--- src/mips_pkg.sv ---
package mips_pkg;

	// =========================================================================
	// widths and sizes
	// =========================================================================
	localparam int XLEN        = 32;
	localparam int REG_ADDR_W  = 5;
	localparam int DMEM_DEPTH  = 64;
	localparam int DMEM_ADDR_W = 6;

	// =========================================================================
	// instruction encodings
	// =========================================================================
	// primary opcodes
	localparam logic [5:0] OP_RTYPE = 6'h00;
	localparam logic [5:0] OP_ADDI  = 6'h08;
	localparam logic [5:0] OP_LW    = 6'h23;
	localparam logic [5:0] OP_SW    = 6'h2b;
	localparam logic [5:0] OP_BEQ   = 6'h04;

	// funct field for r-type
	localparam logic [5:0] FN_ADD = 6'h20;
	localparam logic [5:0] FN_SUB = 6'h22;
	localparam logic [5:0] FN_AND = 6'h24;
	localparam logic [5:0] FN_OR  = 6'h25;
	localparam logic [5:0] FN_SLT = 6'h2a;

	// alu request from main control
	localparam logic [1:0] ALUOP_ADD   = 2'b00;
	localparam logic [1:0] ALUOP_SUB   = 2'b01;
	localparam logic [1:0] ALUOP_FUNCT = 2'b10;

	// alu operation select
	localparam logic [2:0] ALU_ADD = 3'd0;
	localparam logic [2:0] ALU_SUB = 3'd1;
	localparam logic [2:0] ALU_AND = 3'd2;
	localparam logic [2:0] ALU_OR  = 3'd3;
	localparam logic [2:0] ALU_SLT = 3'd4;

	// one instruction word seen as r-format or i-format
	typedef union packed {
		struct packed {
			logic [5:0]            opcode;
			logic [REG_ADDR_W-1:0] rs;
			logic [REG_ADDR_W-1:0] rt;
			logic [REG_ADDR_W-1:0] rd;
			logic [4:0]            shamt;
			logic [5:0]            funct;
		} r;
		struct packed {
			logic [5:0]            opcode;
			logic [REG_ADDR_W-1:0] rs;
			logic [REG_ADDR_W-1:0] rt;
			logic [15:0]           imm16;
		} i;
	} instr_t;

endpackage
--- src/execute_stage.sv ---
`timescale 1ns/1ps

module execute_stage (
	input  logic                            i_clk,
	input  logic                            i_rst_n,
	input  logic                            i_ex_regdst,
	input  logic                            i_ex_alusrc,
	input  logic                            i_ex_branch,
	input  logic                            i_ex_memread,
	input  logic                            i_ex_memwrite,
	input  logic                            i_ex_memtoreg,
	input  logic                            i_ex_regwrite,
	input  logic [1:0]                      i_ex_aluop,
	input  logic [mips_pkg::XLEN-1:0]       i_ex_next_pc,
	input  logic [mips_pkg::XLEN-1:0]       i_ex_rs_data,
	input  logic [mips_pkg::XLEN-1:0]       i_ex_rt_data,
	input  logic [mips_pkg::XLEN-1:0]       i_ex_sign_ext,
	input  logic [mips_pkg::REG_ADDR_W-1:0] i_ex_rt,
	input  logic [mips_pkg::REG_ADDR_W-1:0] i_ex_rd,
	input  logic [5:0]                      i_ex_funct,
	// execute/memory boundary
	output logic [mips_pkg::XLEN-1:0]       o_mem_alu_result,
	output logic [mips_pkg::XLEN-1:0]       o_mem_store_data,
	output logic [mips_pkg::REG_ADDR_W-1:0] o_mem_wr_reg,
	output logic                            o_mem_memread,
	output logic                            o_mem_memwrite,
	output logic                            o_mem_memtoreg,
	output logic                            o_mem_regwrite,
	output logic                            o_branch_taken,
	output logic [mips_pkg::XLEN-1:0]       o_branch_target
);

	logic [2:0]                      alu_sel;
	logic [mips_pkg::XLEN-1:0]       alu_b;
	logic [mips_pkg::XLEN-1:0]       alu_result;
	logic [mips_pkg::XLEN-1:0]       target;
	logic [mips_pkg::REG_ADDR_W-1:0] wr_reg;

	// =========================================================================
	// alu control
	// =========================================================================
	always_comb begin
		case (i_ex_aluop)
			mips_pkg::ALUOP_SUB: alu_sel = mips_pkg::ALU_SUB;
			mips_pkg::ALUOP_FUNCT: begin
				case (i_ex_funct)
					mips_pkg::FN_SUB: alu_sel = mips_pkg::ALU_SUB;
					mips_pkg::FN_AND: alu_sel = mips_pkg::ALU_AND;
					mips_pkg::FN_OR:  alu_sel = mips_pkg::ALU_OR;
					mips_pkg::FN_SLT: alu_sel = mips_pkg::ALU_SLT;
					default:          alu_sel = mips_pkg::ALU_ADD;
				endcase
			end
			default: alu_sel = mips_pkg::ALU_ADD;
		endcase
	end

	// =========================================================================
	// alu and branch
	// =========================================================================
	assign alu_b  = i_ex_alusrc ? i_ex_sign_ext : i_ex_rt_data;
	assign wr_reg = i_ex_regdst ? i_ex_rd : i_ex_rt;
	// word offset relative to pc+4
	assign target = i_ex_next_pc + {i_ex_sign_ext[mips_pkg::XLEN-3:0], 2'b00};

	always_comb begin
		case (alu_sel)
			mips_pkg::ALU_SUB: alu_result = i_ex_rs_data - alu_b;
			mips_pkg::ALU_AND: alu_result = i_ex_rs_data & alu_b;
			mips_pkg::ALU_OR:  alu_result = i_ex_rs_data | alu_b;
			mips_pkg::ALU_SLT: begin
				alu_result = {{(mips_pkg::XLEN-1){1'b0}},
					$signed(i_ex_rs_data) < $signed(alu_b)};
			end
			default: alu_result = i_ex_rs_data + alu_b;
		endcase
	end

	always_ff @(posedge i_clk or negedge i_rst_n) begin
		if (!i_rst_n) begin
			o_mem_alu_result <= '0;
			o_mem_store_data <= '0;
			o_mem_wr_reg     <= '0;
			o_mem_memread    <= 1'b0;
			o_mem_memwrite   <= 1'b0;
			o_mem_memtoreg   <= 1'b0;
			o_mem_regwrite   <= 1'b0;
			o_branch_taken   <= 1'b0;
			o_branch_target  <= '0;
		end else begin
			o_mem_alu_result <= alu_result;
			o_mem_store_data <= i_ex_rt_data;
			o_mem_wr_reg     <= wr_reg;
			o_mem_memread    <= i_ex_memread;
			o_mem_memwrite   <= i_ex_memwrite;
			o_mem_memtoreg   <= i_ex_memtoreg;
			o_mem_regwrite   <= i_ex_regwrite;
			o_branch_taken   <= i_ex_branch && (alu_result == '0);
			o_branch_target  <= target;
		end
	end

endmodule

--- config.mk ---
export PLATFORM = sky130hd
export DESIGN_NAME = execute_stage
export DESIGN_NICKNAME = d
export VERILOG_FILES = /design/src/mips_pkg.sv /design/src/execute_stage.sv
export SDC_FILE = /design/constraint.sdc
export NUM_CORES = 1
export LEC_CHECK = 0
export ABC_AREA = 1
export BUFFER_PORTS_ARGS = -buffer_cell sky130_fd_sc_hd__buf_2
export CAP_MARGIN = 40
export CELL_PAD_IN_SITES_DETAIL_PLACEMENT = 1
export CELL_PAD_IN_SITES_GLOBAL_PLACEMENT = 1
export CORE_UTILIZATION = 42
export DETAILED_ROUTE_END_ITERATION = 10
export PLACE_DENSITY = 0.95
export SLEW_MARGIN = 30
export SYNTH_ARGS = -nofsm -noshare
export SYNTH_HDL_FRONTEND = slang
export SYNTH_SLANG_ARGS = --single-unit
--- constraint.sdc ---
create_clock -name i_clk -period 0.8 [get_ports i_clk]
set_input_delay 0.16 -clock i_clk [delete_from_list [all_inputs] [get_ports i_clk]]
set_output_delay 0.16 -clock i_clk [all_outputs]
set_load 0.05 [all_outputs]
==> flow_summary.yaml, run 1 <==
clock_tree:
  ctsHoldBuffers: 39
  cts_max_level: 3
  clockRootBuffer: "clkbuf_16"
  post_cts.repair.setup_buffers: 78
  clock-sinks: 106
  cts_buffers: 9
  max-clock-path-buffers: 2
  cts.repair.resized: 681
logic_synthesis:
  synth.net_count: 1985
  ys_async_sr_fraction: 1.00
  yosysMostFrequentCell: "nand2_1"
  ys_warn_count: 0
  synth_top_family_by_area: "simple AND/OR/NAND/NOR gates"
  synth.top_cell.area_share: 0.240
  synth_compound_area_frac: 0.130
  synth_common_cells: "nand2_1, inv_1, nor2_1"
  yosys.area.top_type: "dfrtp_1"
  avgSynthCellArea_um2: 6.54
  muxShareOfSynthArea: 0.00510
  synthAdderAreaFrac: 0.164
  synth_edf_count: 0
  syn-instance-count: 1687
  synth_top_cells_by_area: "dfrtp_1, ha_1, nand2_1"
  synth_xor_area_frac: 0.0333
  ys_ff_latch: 106
  yosys.area_share.simple: 0.300
  ys_seq_area_frac: 0.240
  syn_area_um2: 11000
  yosysUniqueCellTypes: 52
  ys.flop_type: "dfrtp_1"
placed_design:
  post-dp-hpwl_mm: 60.4
  place_ws_ps: -3100
  routabilityCongestion: 1.12
  io_buffers: 260
run_status:
  toolErrorMsg: "[ERROR DPL-0033] detailed placement checks failed during check placement."
  status: "aborted with a tool error"
  stop_stage: "4_1_cts"
die:
  io_pins: 261
  start_util: 0.433
  die_y_um: 164
  die_x_um: 164
  core.rowCount: 58
==> logic make-up after synthesis <==
logic type      Yosys count
simple gates            777
buf+inv                 352
compound gates          262
fa+ha+maj               143
flops                   106
xor+xnor                 42
mux                       5
==> per-stage QoR <==
step	cells	cell area [um^2]	hold slack, ps
2_1_floorplan	1687	11400	-136
3_3_place_gp	2665	16100	53.6
3_5_place_dp	2665	16100	54.2
==> run 2, diff against run 1 <==
--- a/config.mk
+++ b/config.mk
@@ -8,11 +8,9 @@
 export ABC_AREA = 1
 export BUFFER_PORTS_ARGS = -buffer_cell sky130_fd_sc_hd__buf_2
 export CAP_MARGIN = 40
-export CELL_PAD_IN_SITES_DETAIL_PLACEMENT = 1
-export CELL_PAD_IN_SITES_GLOBAL_PLACEMENT = 1
-export CORE_UTILIZATION = 42
+export CORE_UTILIZATION = 30
 export DETAILED_ROUTE_END_ITERATION = 10
-export PLACE_DENSITY = 0.95
+export PLACE_DENSITY_LB_ADDON = 0.15
 export SLEW_MARGIN = 30
 export SYNTH_ARGS = -nofsm -noshare
 export SYNTH_HDL_FRONTEND = slang
==> run 2 against run 1 <==
The flow now finishes, with violations (setup timing); synthesized cell count stayed put; synthesized area stayed put.
==> flow_summary.yaml, run 2 <==
worst_setup_path:
  critPathCaptureType: "register"
  critical_path_class: "in2reg"
  cp-start-kind: "input pin"
  crit_arrival_ps: 3040
  critPathMaxFanout: 6
  cp_data_required_time_ps: 1100
placed_design:
  routabilityCongestion: 0.946
  placed_cells: 2865
  place_ws_ps: -2570
  io_buffers: 260
  post-dp-hpwl_mm: 41.5
final_layout:
  finalNetCount: 2815
  fin_util: 0.587
  layout-drive-gt1-share: 0.522
  layout_common_cells: "buf_4, nand2_1, inv_1, buf_6, buf_2"
  fill_cells: 3282
  reg_top3: "o_branch_target x32, o_mem_alu_result x32, o_mem_store_data x32"
  final_common_cell: "buf_4"
  area_delta_synth_final_pct: 91.1
  fin_cells: 2984
route:
  drcViolationCount: 0
  wl_met3_mm: 2.44
  post_drt_wl_per_cell_um: 17.2
  dr.pass1.iters: 5
  met2_length_mm: 24.9
  ant_nets: 0
  wl_met1_mm: 23.3
  drt_wl_total_mm: 51.4
  top_layer: "met5"
  vias: 14164
  drt_iter0_drc: 679
  via_per_inst: 4.75
logic_synthesis:
  synth_top_family_by_area: "simple AND/OR/NAND/NOR gates"
  synth_common_cells: "nand2_1, inv_1, nor2_1"
  yosysUniqueCellTypes: 52
  ys_seq_area_frac: 0.240
  yosys.area_share.simple: 0.300
  synth_edf_count: 0
  synth_compound_area_frac: 0.130
  ys_ff_latch: 106
  ys_warn_count: 0
  synth.top_cell.area_share: 0.240
  muxShareOfSynthArea: 0.00510
  synth_xor_area_frac: 0.0333
  synth.net_count: 1985
  ys_async_sr_fraction: 1.00
  syn_area_um2: 11000
  synth_top_cells_by_area: "dfrtp_1, ha_1, nand2_1"
  synthAdderAreaFrac: 0.164
  ys.flop_type: "dfrtp_1"
  yosysMostFrequentCell: "nand2_1"
  avgSynthCellArea_um2: 6.54
  syn-instance-count: 1687
  yosys.area.top_type: "dfrtp_1"
global_route:
  antenna_found_initial: 3
  track_usage: 0.270
  grt_overflow_total: 0
  grt_pass1_vias: 14253
  grt_max_degree: 45
  grt_pass1_wl_mm: 78.7
power:
  switchingPower_mw: 14.0
  p_total_mw: 32.1
  power_density_nw_per_um2: 1520
  seq_power_share: 0.206
  clock_power_share: 0.151
  p_sw_frac: 0.437
  peakVddDrop_mv: 1.21
  intPower_mw: 18.1
  power_frac_comb: 0.643
  leakage_nw: 10.9
die:
  core.rowCount: 69
  io_pins: 261
  die_y_um: 194
  die_x_um: 194
  start_util: 0.307
  coreArea_um2: 35900
  dieArea_um2: 37500
sta:
  period_share: 3.43
  setup_violations: 168
  hold_viol: 0
  slew_violations: 0
  period_needed_ps: 2740
  fin_ws_ps: -1940
  setup_tns_ps: -96270
  fmax_mhz: 364
  worst_pin_slew_ps: 534
  slew_headroom: 0.644
  grt_setup_unrepaired: "true"
run_status:
  status: "finished with violations"
  violations: "setup timing"
run:
  max_cap_viol_count: 0
clock_tree:
  cts_buffers: 9
  clock-sinks: 106
  clockRootBuffer: "clkbuf_16"
  max-clock-path-buffers: 2
  cts_tree: "done"
  clk_pin_slew_ps: 70
  cts_max_level: 3
min_path:
  min_path_type: "in2reg"
==> run 2: cell counts after synthesis <==
No cell type changed its count.
==> run 2: final timing paths <==
path                       cells past startpoint  slack (ps)              from                   end
max                                           23       -1940       i_ex_alusrc        o_branch_taken
min                                            2          30  i_ex_rt_data[10]  o_mem_store_data[10]
max in group asynchronous                      3         130           i_rst_n   o_mem_alu_result[0]
min in group asynchronous                      2         190           i_rst_n  o_mem_store_data[10]
==> run 2: kinds of logic (layout without fill, tap and decap cells) <==
| kind of cell | after synthesis | after routing |
|---|---|---|
| XOR/XNOR | 42 | 42 |
| AO/OA/AOI/OAI | 262 | 262 |
| multiplexers | 5 | 5 |
| other | 0 | 2 |
| buffers and inverters | 352 | 1186 |
| flip-flops | 106 | 106 |
| AND/OR/NAND/NOR | 777 | 777 |
| adder cells (fa/ha/maj) | 143 | 143 |
==> run 2: repair_timing <==
action	CTS	global route
endpoints found under the hold margin	138	0
setup buffers	79	46
gates cloned	1	0
setup endpoints to repair	167	168
hold buffers	33	0
resized for setup	599	247
pin swaps	144	174
==> run 2: layout make-up <==
cell class	count	area, um^2	area share
Tap cell	461	577	0.0274
Multi-Input combinational cell	1229	9410	0.446
Sequential cell	106	2650	0.126
Timing Repair Buffer	848	6920	0.328
Clock buffer	10	229	0.0109
Antenna cell	2	5.00	0.000237
Clock inverter	5	78.8	0.00374
Inverter	323	1210	0.0576
==> run 2: per-stage QoR <==
| stage | hold slack (ps) | area, um^2 |
|---|---|---|
| floorplan | -136 | 11400 |
| global placement | 14.7 | 16800 |
| detailed placement | 18.6 | 16800 |
| CTS | 10.9 | 20100 |
| global route | 11.6 | 21100 |
| finish | 28.0 | 21100 |
==> run 2: metal layers <==
layer | up-vias | track usage
met4 | 2 | 0.0453
met1 | 6727 | 0.365
met2 | 390 | 0.472
met5 | - | 0
met3 | 44 | 0.0247
li1 | 7001 | -
==> run 2: power by group through the flow <==
stage / registers, mW / clock network [mW] / logic (mW)
2_1_floorplan: 9.58 / 0 / 5.49
3_3_place_gp: 6.47 / 0 / 15.6
3_5_place_dp: 6.50 / 0 / 15.7
4_1_cts: 6.61 / 4.98 / 19.3
5_1_grt: 6.69 / 5.20 / 21.9
6_report: 6.62 / 4.84 / 20.7
==> run 2: critical path, cell delays in order <==
cell and delay, ps:
buf_12 110, buf_12 130, buf_12 130, o21ai_4 240, inv_2 100, ha_4 180, fa_2 390, inv_2 100
nand2_2 70, nand3_4 140, nand2_4 70, nand2_4 80, buf_6 90, xor2_1 50, nand2_1 70, nand2_1 70
nor2_2 150, nand2_2 110, nor2_4 140, nand4_1 100, nor2_2 170, nand3_1 90, nor2_1 80
(Power assumes the default switching activity.)
==> run 3, diff against run 2 <==
--- a/config.mk
+++ b/config.mk
@@ -8,9 +8,12 @@
 export ABC_AREA = 1
 export BUFFER_PORTS_ARGS = -buffer_cell sky130_fd_sc_hd__buf_2
 export CAP_MARGIN = 40
+export CELL_PAD_IN_SITES_DETAIL_PLACEMENT = 1
+export CELL_PAD_IN_SITES_GLOBAL_PLACEMENT = 2
 export CORE_UTILIZATION = 30
 export DETAILED_ROUTE_END_ITERATION = 10
 export PLACE_DENSITY_LB_ADDON = 0.15
+export SETUP_SLACK_MARGIN = 0.2
 export SLEW_MARGIN = 30
 export SYNTH_ARGS = -nofsm -noshare
 export SYNTH_HDL_FRONTEND = slang
==> run 3 against run 2 <==
The run ends with hold timing, setup timing left; count of clock-buffer cells in the layout stayed put; largest cell class unchanged; final cell count is 2.0% higher; via count is 13% higher; flip-flop and latch count stayed put; combinational power is 12% higher; utilization is 2.5 points higher; cell area is 4.2% higher; die area stayed put; sequential power is 3.2% higher; fmax is 9.2% lower; sequential share of layout area is 0.085 points higher; first-iteration DRC count is 28% higher.
==> flow_summary.yaml, run 3 (same netlist as run 2, synthesis figures left out) <==
sta:
  hold_viol: 62
  slew_headroom: 0.686
  grt_setup_unrepaired: "true"
  slew_violations: 0
  fmax_mhz: 331
  holdWs_ps: -323
  period_share: 3.78
  worst_pin_slew_ps: 466
  setup_violations: 168
  fin_ws_ps: -2220
  period_needed_ps: 3020
route:
  post_drt_wl_per_cell_um: 24.3
  drcViolationCount: 0
  via_per_inst: 5.24
  ant_nets: 0
  dr.pass1.iters: 5
  drt_iter0_drc: 872
  vias: 15964
  drt_wl_total_mm: 74.0
die:
  dieArea_um2: 37500
  start_util: 0.307
  die_x_um: 194
  io_pins: 261
  core.rowCount: 69
  die_y_um: 194
  coreArea_um2: 35900
final_layout:
  area_delta_synth_final_pct: 99.3
  finalNetCount: 2872
  layout-drive-gt1-share: 0.578
  fin_area_um2: 22000
  final_common_cell: "buf_4"
  reg_top3: "o_branch_target x32, o_mem_alu_result x32, o_mem_store_data x32"
  layout_common_cells: "buf_4, nand2_1, inv_1, buf_6, buf_2"
power:
  p_total_mw: 35.1
  power_density_nw_per_um2: 1600
  peakVddDrop_mv: 1.29
  leakage_nw: 11.2
clock_tree:
  cts_tree: "done"
  max-clock-path-buffers: 2
  ctsHoldBuffers: 31
  clock-sinks: 106
  cts_max_level: 3
  clockRootBuffer: "clkbuf_16"
  clk_pin_slew_ps: 90
  cts_buffers: 9
global_route:
  grt_max_degree: 47
  grt_pass1_wl_mm: 99.8
  grt_overflow_total: 0
  grt_pass1_vias: 16779
  antenna_found_initial: 5
  track_usage: 0.350
worst_setup_path:
  critical_path_class: "in2reg"
  critPathCaptureType: "register"
  cp_data_required_time_ps: 1140
  slowest_stage: "ha_2"
  cp-start-kind: "input pin"
  crit_path_frequent_cell: "nand2_1"
  critPathMaxFanout: 5
  cp_cell_sequence: "buf_12 > buf_12 > clkbuf_16 > nand2_1 > o21ai_2 > ha_2 > inv_1 > nand2_1 > nand2_1 > nand2_1 > buf_4 > nand4_1 > nand2_1 > nor2_1 > nor2_1 > nand2_1 > nor2_1 > nand3_2 > nor2_2 > nand4_1 > nor2_2 > nand3_1 > nor2_1"
  slowest_delay_ps: 470
  crit_arrival_ps: 3360
placed_design:
  routabilityCongestion: 0.954
  io_buffers: 260
  post-dp-hpwl_mm: 50.2
  postPlaceCellArea_um2: 17100
run_status:
  violations: "hold timing, setup timing"
  status: "finished with violations"
run:
  max_cap_viol_count: 0
min_path:
  min_path_type: "in2async"
-- run 3: changes by cell type in the layout (fill, tap and decap cells not counted), sizes merged --
| cell | before | now |
|---|---|---|
| clkinvlp | 0 | 1 |
| diode | 2 | 5 |
| inv | 324 | 325 |
| dlygate4sd3 | 33 | 30 |
| buf | 815 | 874 |
| bufinv | 2 | 0 |
| clkinv | 2 | 3 |
| clkbuf | 10 | 11 |
-- run 3: final timing paths --
kind	slack (ps)	to	depth (start not counted)	start
min in group i_clk	-10	o_mem_store_data[2]	2	i_ex_rt_data[2]
max	-2220	o_branch_taken	23	i_ex_alusrc
max in group asynchronous	600	o_mem_alu_result[11]	3	i_rst_n
min	-320	o_mem_wr_reg[3]	2	i_rst_n
-- run 3: worst max-delay path, delay by kind of cell --
kind | cells | cell delay [ps]
compound gates | 1 | 100
buf+inv | 5 | 640
simple gates | 16 | 1950
fa+ha+maj | 1 | 470
-- run 3: report_power, final --
| group | total, mW | switching [mW] | internal (mW) |
|---|---|---|---|
| clock | 5.10 | 2.78 | 2.31 |
| sequential | 6.83 | 0.485 | 6.34 |
| combinational | 23.2 | 13.2 | 9.92 |
-- run 3: routing by layer --
metal | GRT usage | vias up | part of all wire
met5 | 0 | - | 0
met4 | 0.203 | 0 | 0.081
met3 | 0.0550 | 343 | 0.056
met2 | 0.627 | 733 | 0.49
met1 | 0.394 | 7789 | 0.38
li1 | - | 7099 | -
-- run 3: stage by stage --
stage                     setup WS (ps)  setup TNS, ps  hold WS [ps]  instances  utilization
after global routing              -2340        -120920          -320       3045        0.612
after CTS                         -1940        -114400         -31.9       3001        0.579
final                             -2220        -115950          -323       3045        0.612
after detailed placement          -2770        -102700          2.58       2883        0.477
after global placement            -2840        -100220          4.30       2883        0.477
after floorplan                   -1610         -59320          -136       1687            -
-- run 3: final cells by class --
type / instances / area, um^2
Inverter: 323 / 1230
Clock buffer: 10 / 239
Fill cell: 4377 / 13900
Tap cell: 461 / 577
Multi-Input combinational cell: 1229 / 9530
Timing Repair Buffer: 905 / 7540
Clock inverter: 6 / 70.1
Antenna cell: 5 / 12.5
Sequential cell: 106 / 2780
-- run 3: repair_timing --
action                                  CTS  global route
resized for setup                       662           219
gates cloned                              0             1
endpoints found under the setup margin  168           277
setup buffers                            71            38
pin swaps                               133           119
hold endpoints to repair                145            63
==> run 4, diff against run 3 <==
--- a/config.mk
+++ b/config.mk
@@ -10,6 +10,7 @@
 export CAP_MARGIN = 40
 export CELL_PAD_IN_SITES_DETAIL_PLACEMENT = 1
 export CELL_PAD_IN_SITES_GLOBAL_PLACEMENT = 2
+export CORE_ASPECT_RATIO = 1.5
 export CORE_UTILIZATION = 30
 export DETAILED_ROUTE_END_ITERATION = 10
 export PLACE_DENSITY_LB_ADDON = 0.15
==> run 4 against run 3 <==
The flow still finishes with violations (hold timing, setup timing); utilization fell by 2.7 points; clock power rose by 1%; count of clock-buffer cells in the layout fell by 1; largest cell class unchanged.
==> flow_summary.yaml, run 4 (same netlist as run 2, synthesis figures left out) <==
clock_tree:
  clock-sinks: 106
  clk_pin_slew_ps: 100
  cts_tree: "done"
  cts_buffers: 9
  ctsHoldBuffers: 34
  max-clock-path-buffers: 2
  clockRootBuffer: "clkbuf_16"
  cts_max_level: 3
final_layout:
  fill_cells: 4467
  reg_top3: "o_branch_target x32, o_mem_alu_result x32, o_mem_store_data x32"
  area_delta_synth_final_pct: 91.1
  ff_latch_area_um2: 2780
  multiInputGateArea_um2: 9440
  fin_util: 0.585
  final_common_cell: "buf_4"
  layout_common_cells: "buf_4, nand2_1, inv_1, buf_2, nor2_1"
  finalNetCount: 2833
  layout-drive-gt1-share: 0.568
placed_design:
  place_ws_ps: -2920
  routabilityCongestion: 0.969
  post-dp-hpwl_mm: 50.1
  io_buffers: 260
route:
  wl_met1_mm: 21.2
  wl_met3_mm: 1.91
  drt_wl_total_mm: 64.1
  drt_iter0_drc: 487
  vias: 14922
  met2_length_mm: 35.2
  via_per_inst: 4.94
  post_drt_wl_per_cell_um: 21.2
  dr.pass1.iters: 5
  ant_nets: 0
  drcViolationCount: 0
  top_layer: "met4"
sta:
  hold_viol: 2
  grt_setup_unrepaired: "true"
  fin_ws_ps: -1830
  period_needed_ps: 2630
  slew_violations: 0
  holdWs_ps: -18.9
  slew_headroom: 0.655
  worst_pin_slew_ps: 516
  setup_violations: 262
  fmax_mhz: 380
  period_share: 3.29
global_route:
  antenna_found_initial: 5
  track_usage: 0.332
  grt_pass1_vias: 16338
  grt_overflow_total: 0
  grt_pass1_wl_mm: 91.5
  grt_max_degree: 44
power:
  peakVddDrop_mv: 1.20
  leakage_nw: 10.7
  power_density_nw_per_um2: 1570
min_path:
  min_from: "i_ex_rt_data[20]"
  min_path_type: "in2reg"
worst_setup_path:
  slowest_delay_ps: 310
  cp_data_required_time_ps: 1140
  cp-start-kind: "input pin"
  cp_cell_sequence: "buf_12 > buf_16 > o21ai_4 > ha_4 > buf_4 > buf_4 > nand2_2 > buf_6 > nor2_4 > nand2_2 > nand3_4 > nand2_4 > nand2_4 > buf_6 > xor2_1 > inv_1 > nor2_2 > nor2_1 > nand4_1 > nor2_2 > nand3_1 > nor2_1"
  crit_arrival_ps: 2970
  critPathMaxFanout: 14
  critPathCaptureType: "register"
  critical_path_class: "in2reg"
  crit_start: "i_ex_alusrc"
  critical_path.endpoint: "o_branch_taken"
  slowest_stage: "o21ai_4"
run_status:
  status: "finished with violations"
  violations: "hold timing, setup timing"
die:
  start_util: 0.306
  dieArea_um2: 37600
  die_y_um: 237
  core.rowCount: 85
  coreArea_um2: 36100
  die_x_um: 159
  io_pins: 261
run:
  max_cap_viol_count: 0
==> run 4: power by group <==
group | switching [mW] | internal (mW)
sequential | 0.347 | 6.33
clock | 2.65 | 2.52
combinational | 12.3 | 8.86
==> run 4: routing by layer <==
layer	vias up	global-route usage
li1	7033	-
met3	240	0.0399
met4	0	0.251
met2	452	0.642
met1	7197	0.306
met5	-	0
==> run 4: timing repair <==
action                                 CTS  global route
endpoints found under the hold margin  146             5
gates resized for setup                414           321
pin swaps                               87           115
setup buffers                           32            19
setup endpoints to repair              168           274
gates cloned                             2             0
==> run 4: critical path, delay by kind of cell <==
family | cells | cell delay (ps)
and+or+nand+nor | 12 | 1160
buffers and inverters | 7 | 890
AOI/OAI and AO/OA | 1 | 310
adders and majority gates | 1 | 280
xor gates and xnor gates | 1 | 150
==> run 4: cell type report <==
| type | count | area share |
|---|---|---|
| Multi-Input combinational cell | 1229 | 0.448 |
| Timing Repair Buffer | 866 | 0.318 |
| Sequential cell | 106 | 0.132 |
| Inverter | 323 | 0.0581 |
| Tap cell | 478 | 0.0284 |
| Clock buffer | 9 | 0.0107 |
| Clock inverter | 7 | 0.00457 |
| Antenna cell | 5 | 0.000593 |
==> run 4: worst min-delay path by stage <==
stage                            to  slack [ps]  cells after the start
6_report       o_mem_store_data[20]         -20                      2
5_1_grt        o_mem_store_data[30]         -20                      2
4_1_cts        o_mem_store_data[20]         -30                      2
3_5_place_dp        o_mem_wr_reg[1]          -1                      1
3_3_place_gp        o_mem_wr_reg[1]          -2                      1
2_1_floorplan        o_branch_taken        -140                      0
==> run 4: metrics by stage <==
stage / cells / setup TNS [ps] / total power, mW / area, um^2
2_1_floorplan: 1687 / -59320 / 15.3 / 11600
3_3_place_gp: 2915 / -99760 / 23.0 / 17200
3_5_place_dp: 2915 / -102330 / 23.3 / 17200
4_1_cts: 2999 / -112380 / 31.1 / 19800
5_1_grt: 3023 / -127810 / 34.6 / 21100
6_report: 3023 / -112090 / 33.0 / 21100
